`config.mk`:
```
export PLATFORM = sky130hd
export DESIGN_NAME = countdown_display
export DESIGN_NICKNAME = d
export VERILOG_FILES = /design/src/hw/matrix_pkg.sv /design/src/hw/count_pkg.sv /design/src/hw/glyph_if.sv /design/src/hw/tick_divider.sv /design/src/hw/countdown_ctrl.sv /design/src/hw/row_scanner.sv /design/src/hw/digit_glyph.sv /design/src/hw/countdown_display.sv
export SDC_FILE = /design/constraint.sdc
export NUM_CORES = 1
export LEC_CHECK = 0
export BUFFER_PORTS_ARGS = -buffer_cell sky130_fd_sc_hd__buf_2
export CAP_MARGIN = 20
export CORE_ASPECT_RATIO = 1.2
export CORE_MARGIN = 5
export CORE_UTILIZATION = 62
export CTS_CLUSTER_DIAMETER = 30
export DETAILED_ROUTE_END_ITERATION = 12
export PLACE_DENSITY_LB_ADDON = 0.15
export SETUP_SLACK_MARGIN = 0.1
export SYNTH_ARGS = -nofsm -noshare
export SYNTH_HDL_FRONTEND = slang
export SYNTH_SLANG_ARGS = --single-unit
```
`constraint.sdc`:
```
create_clock -name clk -period 4.6 [get_ports clk]
set_clock_uncertainty 0.2 [all_clocks]
set_input_delay 0.23 -clock clk [delete_from_list [all_inputs] [get_ports clk]]
set_output_delay 0.23 -clock clk [all_outputs]
set_load 0.03 [all_outputs]
```
`src/hw/matrix_pkg.sv`:
```
package matrix_pkg;

    ////////////////////
    // panel geometry
    ////////////////////

    localparam int ROWS = 8;
    localparam int COLS = 8;

    typedef logic [$clog2(ROWS)-1:0] row_idx_t;   // row 0 is the top row

    // one row of lit dots, bit 7 is the leftmost column
    typedef logic [COLS-1:0] col_bits_t;

    ////////////////////
    // color planes
    ////////////////////

    // yellow lights both the red and the green plane
    typedef enum logic [1:0]
    {
        HUE_OFF    = 2'd0,
        HUE_RED    = 2'd1,
        HUE_GREEN  = 2'd2,
        HUE_YELLOW = 2'd3
    } hue_t;

endpackage

```
`src/hw/count_pkg.sv`:
```
package count_pkg;

    // 0 is blank, 1 to 5 are drawn
    typedef logic [2:0] digit_t;

    localparam digit_t START_DIGIT = 3'd5;   // first digit shown
    localparam digit_t END_DIGIT   = 3'd1;   // last digit before done

endpackage

```
`src/hw/glyph_if.sv`:
```
`timescale 1ns/1ps

interface glyph_if;

    matrix_pkg::row_idx_t  row_index;   // row being looked up
    count_pkg::digit_t     digit;       // digit on display
    matrix_pkg::col_bits_t colr;        // red plane for that row
    matrix_pkg::col_bits_t colg;        // green plane for that row

    modport scanner
    (
        output row_index,
        output digit,
        input  colr,
        input  colg
    );

    modport renderer
    (
        input  row_index,
        input  digit,
        output colr,
        output colg
    );

endinterface

```
`src/hw/tick_divider.sv`:
```
`timescale 1ns/1ps

module tick_divider
#(
    parameter int DIV = 4
)
(
    input  logic clk,
    input  logic rst,
    input  logic en,
    output logic tick
);

    localparam int CNT_W = (DIV > 1) ? $clog2(DIV) : 1;
    localparam logic [CNT_W-1:0] LAST = CNT_W'(DIV - 1);

    logic [CNT_W-1:0] cnt;

    always_ff @(posedge clk or posedge rst)
    begin
        if (rst)
            cnt <= '0;
        else if (!en)
            cnt <= '0;   // fresh phase for every run
        else if (cnt == LAST)
            cnt <= '0;
        else
            cnt <= cnt + 1'b1;
    end

    // high in the last cycle of each period
    assign tick = en && (cnt == LAST);

endmodule

```
`src/hw/countdown_ctrl.sv`:
```
`timescale 1ns/1ps

module countdown_ctrl
(
    input  logic              clk,
    input  logic              rst,
    input  logic              start_req,
    input  logic              step_tick,
    output logic              start_ack,
    output logic              busy,
    output count_pkg::digit_t digit
);

    typedef enum logic [1:0]
    {
        ST_IDLE  = 2'd0,
        ST_COUNT = 2'd1,
        ST_DONE  = 2'd2
    } state_t;

    state_t state;

    ////////////////////
    // handshake and countdown
    ////////////////////

    always_ff @(posedge clk or posedge rst)
    begin
        if (rst)
        begin
            state     <= ST_IDLE;
            start_ack <= 1'b0;
            busy      <= 1'b0;
            digit     <= '0;
        end
        else
        begin
            case (state)
                ST_IDLE:
                begin
                    if (start_req)
                    begin
                        state <= ST_COUNT;
                        busy  <= 1'b1;
                        digit <= count_pkg::START_DIGIT;
                    end
                end
                ST_COUNT:
                begin
                    if (step_tick)
                    begin
                        if (digit == count_pkg::END_DIGIT)
                        begin
                            state     <= ST_DONE;
                            busy      <= 1'b0;
                            start_ack <= 1'b1;   // countdown finished
                            digit     <= '0;
                        end
                        else
                            digit <= digit - 1'b1;
                    end
                end
                ST_DONE:
                begin
                    if (!start_req)   // wait for req to drop
                    begin
                        state     <= ST_IDLE;
                        start_ack <= 1'b0;
                    end
                end
                default:
                begin
                    state <= ST_IDLE;
                end
            endcase
        end
    end

endmodule

```
`src/hw/row_scanner.sv`:
```
`timescale 1ns/1ps

module row_scanner
(
    input  logic                  clk,
    input  logic                  rst,
    input  logic                  busy,
    input  logic                  row_tick,
    input  count_pkg::digit_t     digit,
    glyph_if.scanner              glyph,
    output matrix_pkg::col_bits_t row,
    output matrix_pkg::col_bits_t colr,
    output matrix_pkg::col_bits_t colg
);

    // select line for row 0 sits on bit 7
    localparam matrix_pkg::col_bits_t ROW0_SEL = {1'b1, {(matrix_pkg::COLS-1){1'b0}}};
    localparam matrix_pkg::row_idx_t  LAST_ROW = matrix_pkg::row_idx_t'(matrix_pkg::ROWS - 1);

    matrix_pkg::row_idx_t row_idx;

    assign glyph.row_index = row_idx;
    assign glyph.digit     = digit;

    always_ff @(posedge clk or posedge rst)
    begin
        if (rst)
        begin
            row_idx <= '0;
            row     <= '0;
            colr    <= '0;
            colg    <= '0;
        end
        else if (!busy)
        begin
            row_idx <= '0;   // panel dark when idle
            row     <= '0;
            colr    <= '0;
            colg    <= '0;
        end
        else if (row_tick)
        begin
            row_idx <= (row_idx == LAST_ROW) ? '0 : row_idx + 1'b1;
            row     <= ROW0_SEL >> row_idx;   // select and pattern move together
            colr    <= glyph.colr;
            colg    <= glyph.colg;
        end
    end

endmodule

```
`src/hw/digit_glyph.sv`:
```
`timescale 1ns/1ps

module digit_glyph
(
    glyph_if.renderer glyph
);

    matrix_pkg::col_bits_t bitmap;
    matrix_pkg::hue_t      hue;

    ////////////////////
    // glyph table
    ////////////////////

    // row 0 stays blank in every glyph
    always_comb
    begin
        bitmap = '0;
        case (glyph.digit)
            3'd5:
                case (glyph.row_index)
                    3'd1:       bitmap = 8'b0111_1110;
                    3'd2:       bitmap = 8'b0110_0000;
                    3'd3:       bitmap = 8'b0111_1100;
                    3'd4, 3'd5: bitmap = 8'b0000_0110;
                    3'd6:       bitmap = 8'b0110_0110;
                    3'd7:       bitmap = 8'b0011_1100;
                    default:    bitmap = '0;
                endcase
            3'd4:
                case (glyph.row_index)
                    3'd1:       bitmap = 8'b0000_1100;
                    3'd2:       bitmap = 8'b0001_1100;
                    3'd3:       bitmap = 8'b0010_1100;
                    3'd4:       bitmap = 8'b0100_1100;
                    3'd5:       bitmap = 8'b0111_1110;
                    3'd6, 3'd7: bitmap = 8'b0000_1100;
                    default:    bitmap = '0;
                endcase
            3'd3:
                case (glyph.row_index)
                    3'd1, 3'd7: bitmap = 8'b0011_1100;
                    3'd2, 3'd6: bitmap = 8'b0110_0110;
                    3'd3, 3'd5: bitmap = 8'b0000_0110;
                    3'd4:       bitmap = 8'b0001_1100;
                    default:    bitmap = '0;
                endcase
            3'd2:
                case (glyph.row_index)
                    3'd1:       bitmap = 8'b0011_1100;
                    3'd2:       bitmap = 8'b0110_0110;
                    3'd3:       bitmap = 8'b0000_0110;
                    3'd4:       bitmap = 8'b0000_1100;
                    3'd5:       bitmap = 8'b0011_0000;
                    3'd6:       bitmap = 8'b0110_0000;
                    3'd7:       bitmap = 8'b0111_1110;
                    default:    bitmap = '0;
                endcase
            3'd1:
                case (glyph.row_index)
                    3'd3:       bitmap = 8'b0011_1000;   // flag of the one
                    3'd7:       bitmap = 8'b0111_1110;   // base
                    3'd0:       bitmap = '0;
                    default:    bitmap = 8'b0001_1000;
                endcase
            default:
                bitmap = '0;   // 0 and unused codes are blank
        endcase
    end

    ////////////////////
    // color rule
    ////////////////////

    always_comb
    begin
        case (glyph.digit)
            3'd5, 3'd4: hue = matrix_pkg::HUE_RED;
            3'd3, 3'd2: hue = matrix_pkg::HUE_YELLOW;
            3'd1:       hue = matrix_pkg::HUE_GREEN;
            default:    hue = matrix_pkg::HUE_OFF;
        endcase
    end

    // yellow drives both planes with the same pattern
    assign glyph.colr = (hue == matrix_pkg::HUE_RED || hue == matrix_pkg::HUE_YELLOW)
                        ? bitmap : '0;
    assign glyph.colg = (hue == matrix_pkg::HUE_GREEN || hue == matrix_pkg::HUE_YELLOW)
                        ? bitmap : '0;

endmodule

```
`src/hw/countdown_display.sv`:
```
`timescale 1ns/1ps

module countdown_display
#(
    parameter int ROW_DIV  = 4,    // cycles per row
    parameter int STEP_DIV = 64    // cycles per digit
)
(
    input  logic                  clk,
    input  logic                  rst,
    input  logic                  start_req,
    output logic                  start_ack,
    output matrix_pkg::col_bits_t row,
    output matrix_pkg::col_bits_t colr,
    output matrix_pkg::col_bits_t colg
);

    logic              busy;
    logic              row_tick;
    logic              step_tick;
    count_pkg::digit_t digit;

    glyph_if glyph ();

    countdown_ctrl u_ctrl
    (
        .clk       (clk),
        .rst       (rst),
        .start_req (start_req),
        .step_tick (step_tick),
        .start_ack (start_ack),
        .busy      (busy),
        .digit     (digit)
    );

    ////////////////////
    // timing
    ////////////////////

    tick_divider #(.DIV(ROW_DIV)) row_div
    (
        .clk  (clk),
        .rst  (rst),
        .en   (busy),
        .tick (row_tick)
    );

    tick_divider #(.DIV(STEP_DIV)) step_div
    (
        .clk  (clk),
        .rst  (rst),
        .en   (busy),
        .tick (step_tick)
    );

    ////////////////////
    // panel drive
    ////////////////////

    row_scanner u_scanner
    (
        .clk      (clk),
        .rst      (rst),
        .busy     (busy),
        .row_tick (row_tick),
        .digit    (digit),
        .glyph    (glyph.scanner),
        .row      (row),
        .colr     (colr),
        .colg     (colg)
    );

    digit_glyph u_glyph
    (
        .glyph (glyph.renderer)
    );

endmodule

```
Yosys cells after proc, flatten, opt, wreduce, memory -nomap -nowiden
Cells that the tools add are included.
{"block": "totals", "regBits": 42, "word_cells": 97, "output_inout_bits": 25}
{"block": "classes", "eq_ne": 24, "n_reduce_logical": 19, "n_addsub": 4, "shift": 1, "muxes": 39}
{"cell": "8-bit 2-to-1 mux", "count": 8}
{"cell": "7-bit case mux with 7 select lines", "count": 1}
{"cell": "7-bit case mux with 6 select lines", "count": 1}
{"cell": "8-bit case mux with 5 select lines", "count": 1}
{"cell": "7-bit case mux with 5 select lines", "count": 1}
{"cell": "7-bit case mux with 4 select lines", "count": 1}
{"cell": "7-bit case mux with 3 select lines", "count": 1}
{"cell": "3-bit == test, second input constant", "count": 6}
{"cell": "3-bit 2-to-1 mux", "count": 6}
{"cell": "3-bit by 2-bit == test with 1-bit output, second input constant", "count": 4}
{"cell": "2-bit 2-to-1 mux", "count": 6}
{"cell": "6-bit 2-to-1 mux", "count": 2}
{"cell": "2-bit case mux with 3 select lines", "count": 2}
{"cell": "4-bit AND reduction", "count": 3}
{"cell": "2-bit OR reduction", "count": 6}
{"cell": "2-bit == test, second input constant", "count": 4}
{"cell": "8-bit by 3-bit right shift with 8-bit output, first input constant", "count": 1}
{"cell": "6-bit by 1-bit adder with 6-bit output, second input constant", "count": 1}
{"cell": "3-bit by 1-bit == test with 1-bit output, second input constant", "count": 2}
{"cell": "6-bit == test, second input constant", "count": 1}
{"cell": "1-bit 2-to-1 mux", "count": 6}
{"cell": "2-bit by 1-bit != test with 1-bit output, second input constant", "count": 3}
{"cell": "3-bit case mux with 2 select lines", "count": 1}
{"cell": "2-bit by 1-bit == test with 1-bit output, second input constant", "count": 2}
{"cell": "12 further kinds", "count": 17}

Depth between registers and ports, before layout
{"block": "depth", "depth_word": 8, "ltp_mapped": 8}

Hierarchy
A second synthesis with hierarchy kept.
{"block": "unflattened", "hier_cells": 271, "hier_area_um2": 2648.8}
{"mod": "row_scanner", "seq_area_each_um2": 675.6, "area_each_um2": 1310.0, "cells_per_inst": 108, "n_inst": 1}
{"mod": "digit_glyph", "seq_area_each_um2": 0.0, "area_each_um2": 608.1, "cells_per_inst": 94, "n_inst": 1}
{"mod": "countdown_ctrl", "seq_area_each_um2": 175.2, "area_each_um2": 367.9, "cells_per_inst": 36, "n_inst": 1}
{"mod": "tick_divider (step_div)", "seq_area_each_um2": 150.1, "area_each_um2": 270.3, "cells_per_inst": 26, "n_inst": 1}
{"mod": "tick_divider (row_div)", "seq_area_each_um2": 50.0, "area_each_um2": 92.6, "cells_per_inst": 7, "n_inst": 1}

Worst setup path after synthesis
Ideal clock, no wire load.
{"block": "synth_path", "path_kind": "register to register", "start": "register u_scanner.row_idx[0] (netlist: u_scanner.glyph.row_index[0])", "end": "register u_scanner.colr[3]", "period_less_slack_ps": 2191, "n_path_buf": 0, "setup_time_ps": 137, "t_required_ps": 4263, "stages_incl_launch_ff": 6, "arrival_time_ps": 1854, "slack_ps": 2409, "cell_sequence": "dfrtp_1 ha_1 ha_1 or4_1 a31oi_2 o211ai_1"}
{"block": "synth_via", "elab_chain_cells": 7, "word_cells_on_any_way": 22, "cone_classes": "7 x eq/ne; 9 x mux; 6 x reduce/logical"}
{"element": "from (decl)", "line": "row_scanner.sv:20", "rtl": "matrix_pkg::row_idx_t row_idx;"}
{"element": "from (signal assigned)", "line": "row_scanner.sv:43", "rtl": "row_idx <= (row_idx == LAST_ROW) ? '0 : row_idx + 1'b1;"}
{"element": "3-bit by 1-bit == test with 1-bit output (tied with other cells)"}
{"element": "3-bit OR reduction (no line) (tied with other cells)"}
{"element": "7-bit case mux with 5 select lines (tied with other cells)", "line": "digit_glyph.sv:31", "rtl": "case (glyph.row_index)"}
{"element": "8-bit case mux with 5 select lines *", "line": "digit_glyph.sv:19", "rtl": "case (glyph.digit)"}
{"element": "8-bit 2-to-1 mux *", "line": "digit_glyph.sv:87", "rtl": "? bitmap : '0;"}
{"element": "8-bit 2-to-1 mux *", "line": "row_scanner.sv:41", "rtl": "else if (row_tick)"}
{"element": "8-bit 2-to-1 mux *", "line": "row_scanner.sv:34", "rtl": "else if (!busy)"}
{"element": "to (signal assigned)", "line": "row_scanner.sv:45", "rtl": "colr <= glyph.colr;"}
{"element": "to (decl)", "line": "row_scanner.sv:12", "rtl": "output matrix_pkg::col_bits_t colr,"}
Mark *: on every way between the ends. The rest lies on a longest branch, timed or not. The select of a mux whose other input is x is not followed.
A chain may end at the register's enable or synchronous reset.

Final worst setup path
{"block": "layout_path", "start": "register u_scanner.row_idx[2] (netlist: u_scanner.glyph.row_index[2])", "end": "register u_scanner.colr[3]"}
Same word-level chain as after synthesis.

==> results.py <==
metrics = {
    "status": {
        "status": "complete, no violations",
    },
    "synthesis": {
        "async_flop_share_pct": 100,
        "synth-main-ff-cell": "dfrtp_1",
        "synth-edff-count": 0,
        "synth_area_sq_um": 2220,
        "yosysSeqAreaShare_pct": 42.9,
        "netlist-cell-type-count": 45,
        "syn_avg_cell_area_sq_um": 9.20,
        "synthCells": 241,
        "yosys_warnings": 0,
        "ys_ff_latch": 38,
    },
    "sta": {
        "whs_ns": 0.0248,
        "fmax_ghz": 0.374,
        "setup_violations": 0,
        "final_hold_viol_count": 0,
        "rsz0062_at_grt": "no",
        "worst_slew_pin_slew_ns": 0.820,
        "fin_crit_ns": 2.68,
        "slew_violations": 0,
        "slew_headroom_pct": 45.4,
        "final.period_utilization_pct": 58.2,
        "fin_tns_setup_ns": 0,
    },
    "power": {
        "power_density_nw_per_um2": 300,
        "power_uw": 726,
        "power_leakage_uw": 0.00109,
        "ir_drop_uv": 283,
    },
    "setup_path": {
        "rrSetupSlack_ns": 1.92,
        "cp_top_family": "flip-flops",
        "crit_fanout": 25,
        "crit_required_ns": 4.56,
        "rr_endpoint": "u_scanner.colr[3]",
        "critPathCaptureType": "flip-flop",
        "r2r_start": "u_scanner.glyph.row_index[2]",
        "crit_type": "reg2reg",
        "crit_start": "u_scanner.glyph.row_index[2]",
        "cp-start-kind": "flip-flop",
        "reg2reg_depth": 5,
        "crit_buf_inv": 1,
        "path_cells": "inv_1 -> ha_1 -> or4_1 -> a31oi_2 -> o211ai_1",
        "cp.depth": 5,
        "slowest_delay_ns": 0.79,
        "worstPathArrival_ns": 2.63,
        "critPathSlowestCell": "dfrtp_1",
        "endpoint": "u_scanner.colr[3]",
    },
    "layout": {
        "diodes": 0,
        "area_delta_synth_final_pct": 8.97,
        "nets": 279,
        "layout-drive-gt1-share_pct": 13.0,
        "multiInputGateArea_sq_um": 1150,
        "fill_cells": 293,
        "layout.area.seq_sq_um": 951,
    },
    "floorplan": {
        "rows": 23,
        "start_util_pct": 65.3,
        "dieArea_sq_um": 4880,
        "chipWidth_um": 64.6,
        "die_h_um": 75.5,
        "core_sq_um": 3400,
        "boundaryPins": 28,
    },
    "clocking": {
        "clkTransAtPathRegs_ns": 0.08,
        "clk_latency_ns": 0.29,
        "cts_tree": "done",
        "cts_buffers": 5,
        "cts-root-buf": "clkbuf_8",
        "htree_levels": 2,
        "clockBufferDepth": 2,
        "cts.sinks": 38,
    },
    "route": {
        "wirelength_mm": 4.68,
        "drtIter0Drc": 102,
        "drt_pass1_iterations": 4,
        "ant_nets": 0,
        "viasPerCell": 6.03,
        "drc": 0,
        "vias": 1797,
        "post_drt_wl_per_cell_um": 15.7,
    },
    "global_routing": {
        "grt.total_usage_pct": 21.7,
        "grt_pass1_wl_mm": 8.11,
        "grt_pass1_vias": 1768,
        "grt_max_degree": 39,
        "overflow": 0,
        "antenna_found_initial": 0,
    },
    "hold_path": {
        "hp-class": "in2reg",
    },
    "placement": {
        "dp_hpwl_mm": 3.43,
        "portBuffers": 23,
        "gp_congestion": 0.960,
    },
    "flow_run": {
        "maxCapViolations": 0,
    },
}
-- where the power goes --
| part | switching [uW] | total, uW | internal (uW) |
|---|---|---|---|
| clock network | 114 | 234 | 120 |
| logic | 87.4 | 123 | 35.8 |
| registers | 13.1 | 369 | 356 |
| total | 215 | 726 | 512 |
-- kinds of logic (layout without fill, tap and decap cells) --
| logic type | count (synthesis) | in the layout | synth area share [%] |
|---|---|---|---|
| buffers and inverters | 28 | 45 | 5.92 |
| AO/OA/AOI/OAI | 60 | 60 | 17.8 |
| other | 1 | 4 | 0.169 |
| XOR/XNOR | 4 | 4 | 1.58 |
| multiplexers | 4 | 4 | 1.80 |
| AND/OR/NAND/NOR | 90 | 90 | 20.9 |
| adder cells (fa/ha/maj) | 16 | 16 | 9.02 |
| flip-flops | 38 | 38 | 42.9 |
-- how the worst min path moves through the flow --
stage,from,end,slack (ns),depth (start not counted)
after global routing,start_req,u_ctrl.state[0],0.06,3
after CTS,start_req,u_ctrl.state[0],0.02,3
after global placement,rst,u_ctrl.state[0],0.16,3
after detailed placement,rst,u_ctrl.state[0],0.16,3
final,start_req,u_ctrl.state[0],0.02,3
after floorplan,start_req,u_ctrl.state[0],0.19,2
-- synth_stat cells, types with 5 or more instances --
library cell  instances  area share [%]
dfrtp_1              38              43
nand2_1              22             3.7
nand2b_1             17             4.8
a21oi_1              16             3.6
ha_1                 16             9.0
nor2_1               15             2.5
o21ai_0              12             2.7
inv_1                11             1.9
nor3_1               11             2.5
o211ai_1              9             3.0
nand3_1               8             1.8
buf_4                 5             1.7
clkbuf_1              5            0.85
-- per-stage QoR --
stage	cell area [sq um]	utilization [%]	worst slack [ns]	instances
after floorplan	2230	-	2.41	244
after global placement	2310	68.1	2.00	289
after detailed placement	2310	68.1	1.96	289
after CTS	2420	71.2	1.94	298
after global routing	2420	71.2	1.75	298
final	2420	71.2	1.92	298
-- what timing repair did --
action                                  in CTS  in global routing
endpoints found under the setup margin       0                  0
setup buffers                                0                  0
hold endpoints to repair                    38                  0
resized for setup                            0                  0
hold buffers                                 1                  0
-- routing by layer --
metal	vias up	share of wire, %	GRT usage [%]
met5	-	0	0
met4	0	1.9	8.92
met1	860	46	27.4
met2	48	47	36.4
met3	8	4.2	5.01
li1	881	-	-
-- worst min-delay path: cells and delay by family --
family	cells	cell delay [ns]
and+or+nand+nor	2	0.13
buffers and inverters	1	0.12
-- cell type report --
type,count,area share (%)
multi-input cells,178,47.5
repair buffers,25,5.49
clock inverters,2,0.518
inverters,12,1.86
well taps,37,1.92
clock buffers,6,3.42
flip-flops and latches,38,39.3
-- registers in the layout, summed over array words and instances, names as in the netlist --
register	flops
u_scanner.colg	6
u_scanner.colr	6
u_scanner.row	8
u_ctrl.digit	3
row_div.cnt	2
u_scanner.glyph.row_index	3
u_ctrl.busy	1
u_ctrl.state	2
u_ctrl.start_ack	1
step_div.cnt	6
-- layout by cell type, fill, tap and decap left out, types with 2 or more instances in the layout --
cell      instances
a311oi_1          2
o21ai_0          12
and2_1            3
a211oi_1          3
o32ai_1           2
o31ai_1           4
nor4_1            3
mux2i_1           4
conb_1            4
nand3_1           8
a21oi_1          16
inv_1            11
dfrtp_1          38
xnor2_1           3
o211ai_1          9
nor3_1           11
and3_1            2
nor3b_1           2
buf_2            23
a31oi_1           2
nand2b_1         17
nand2_1          22
clkbuf_8          6
o22ai_1           2
nor2_1           15
ha_1             16
(Power assumes the default switching activity.)
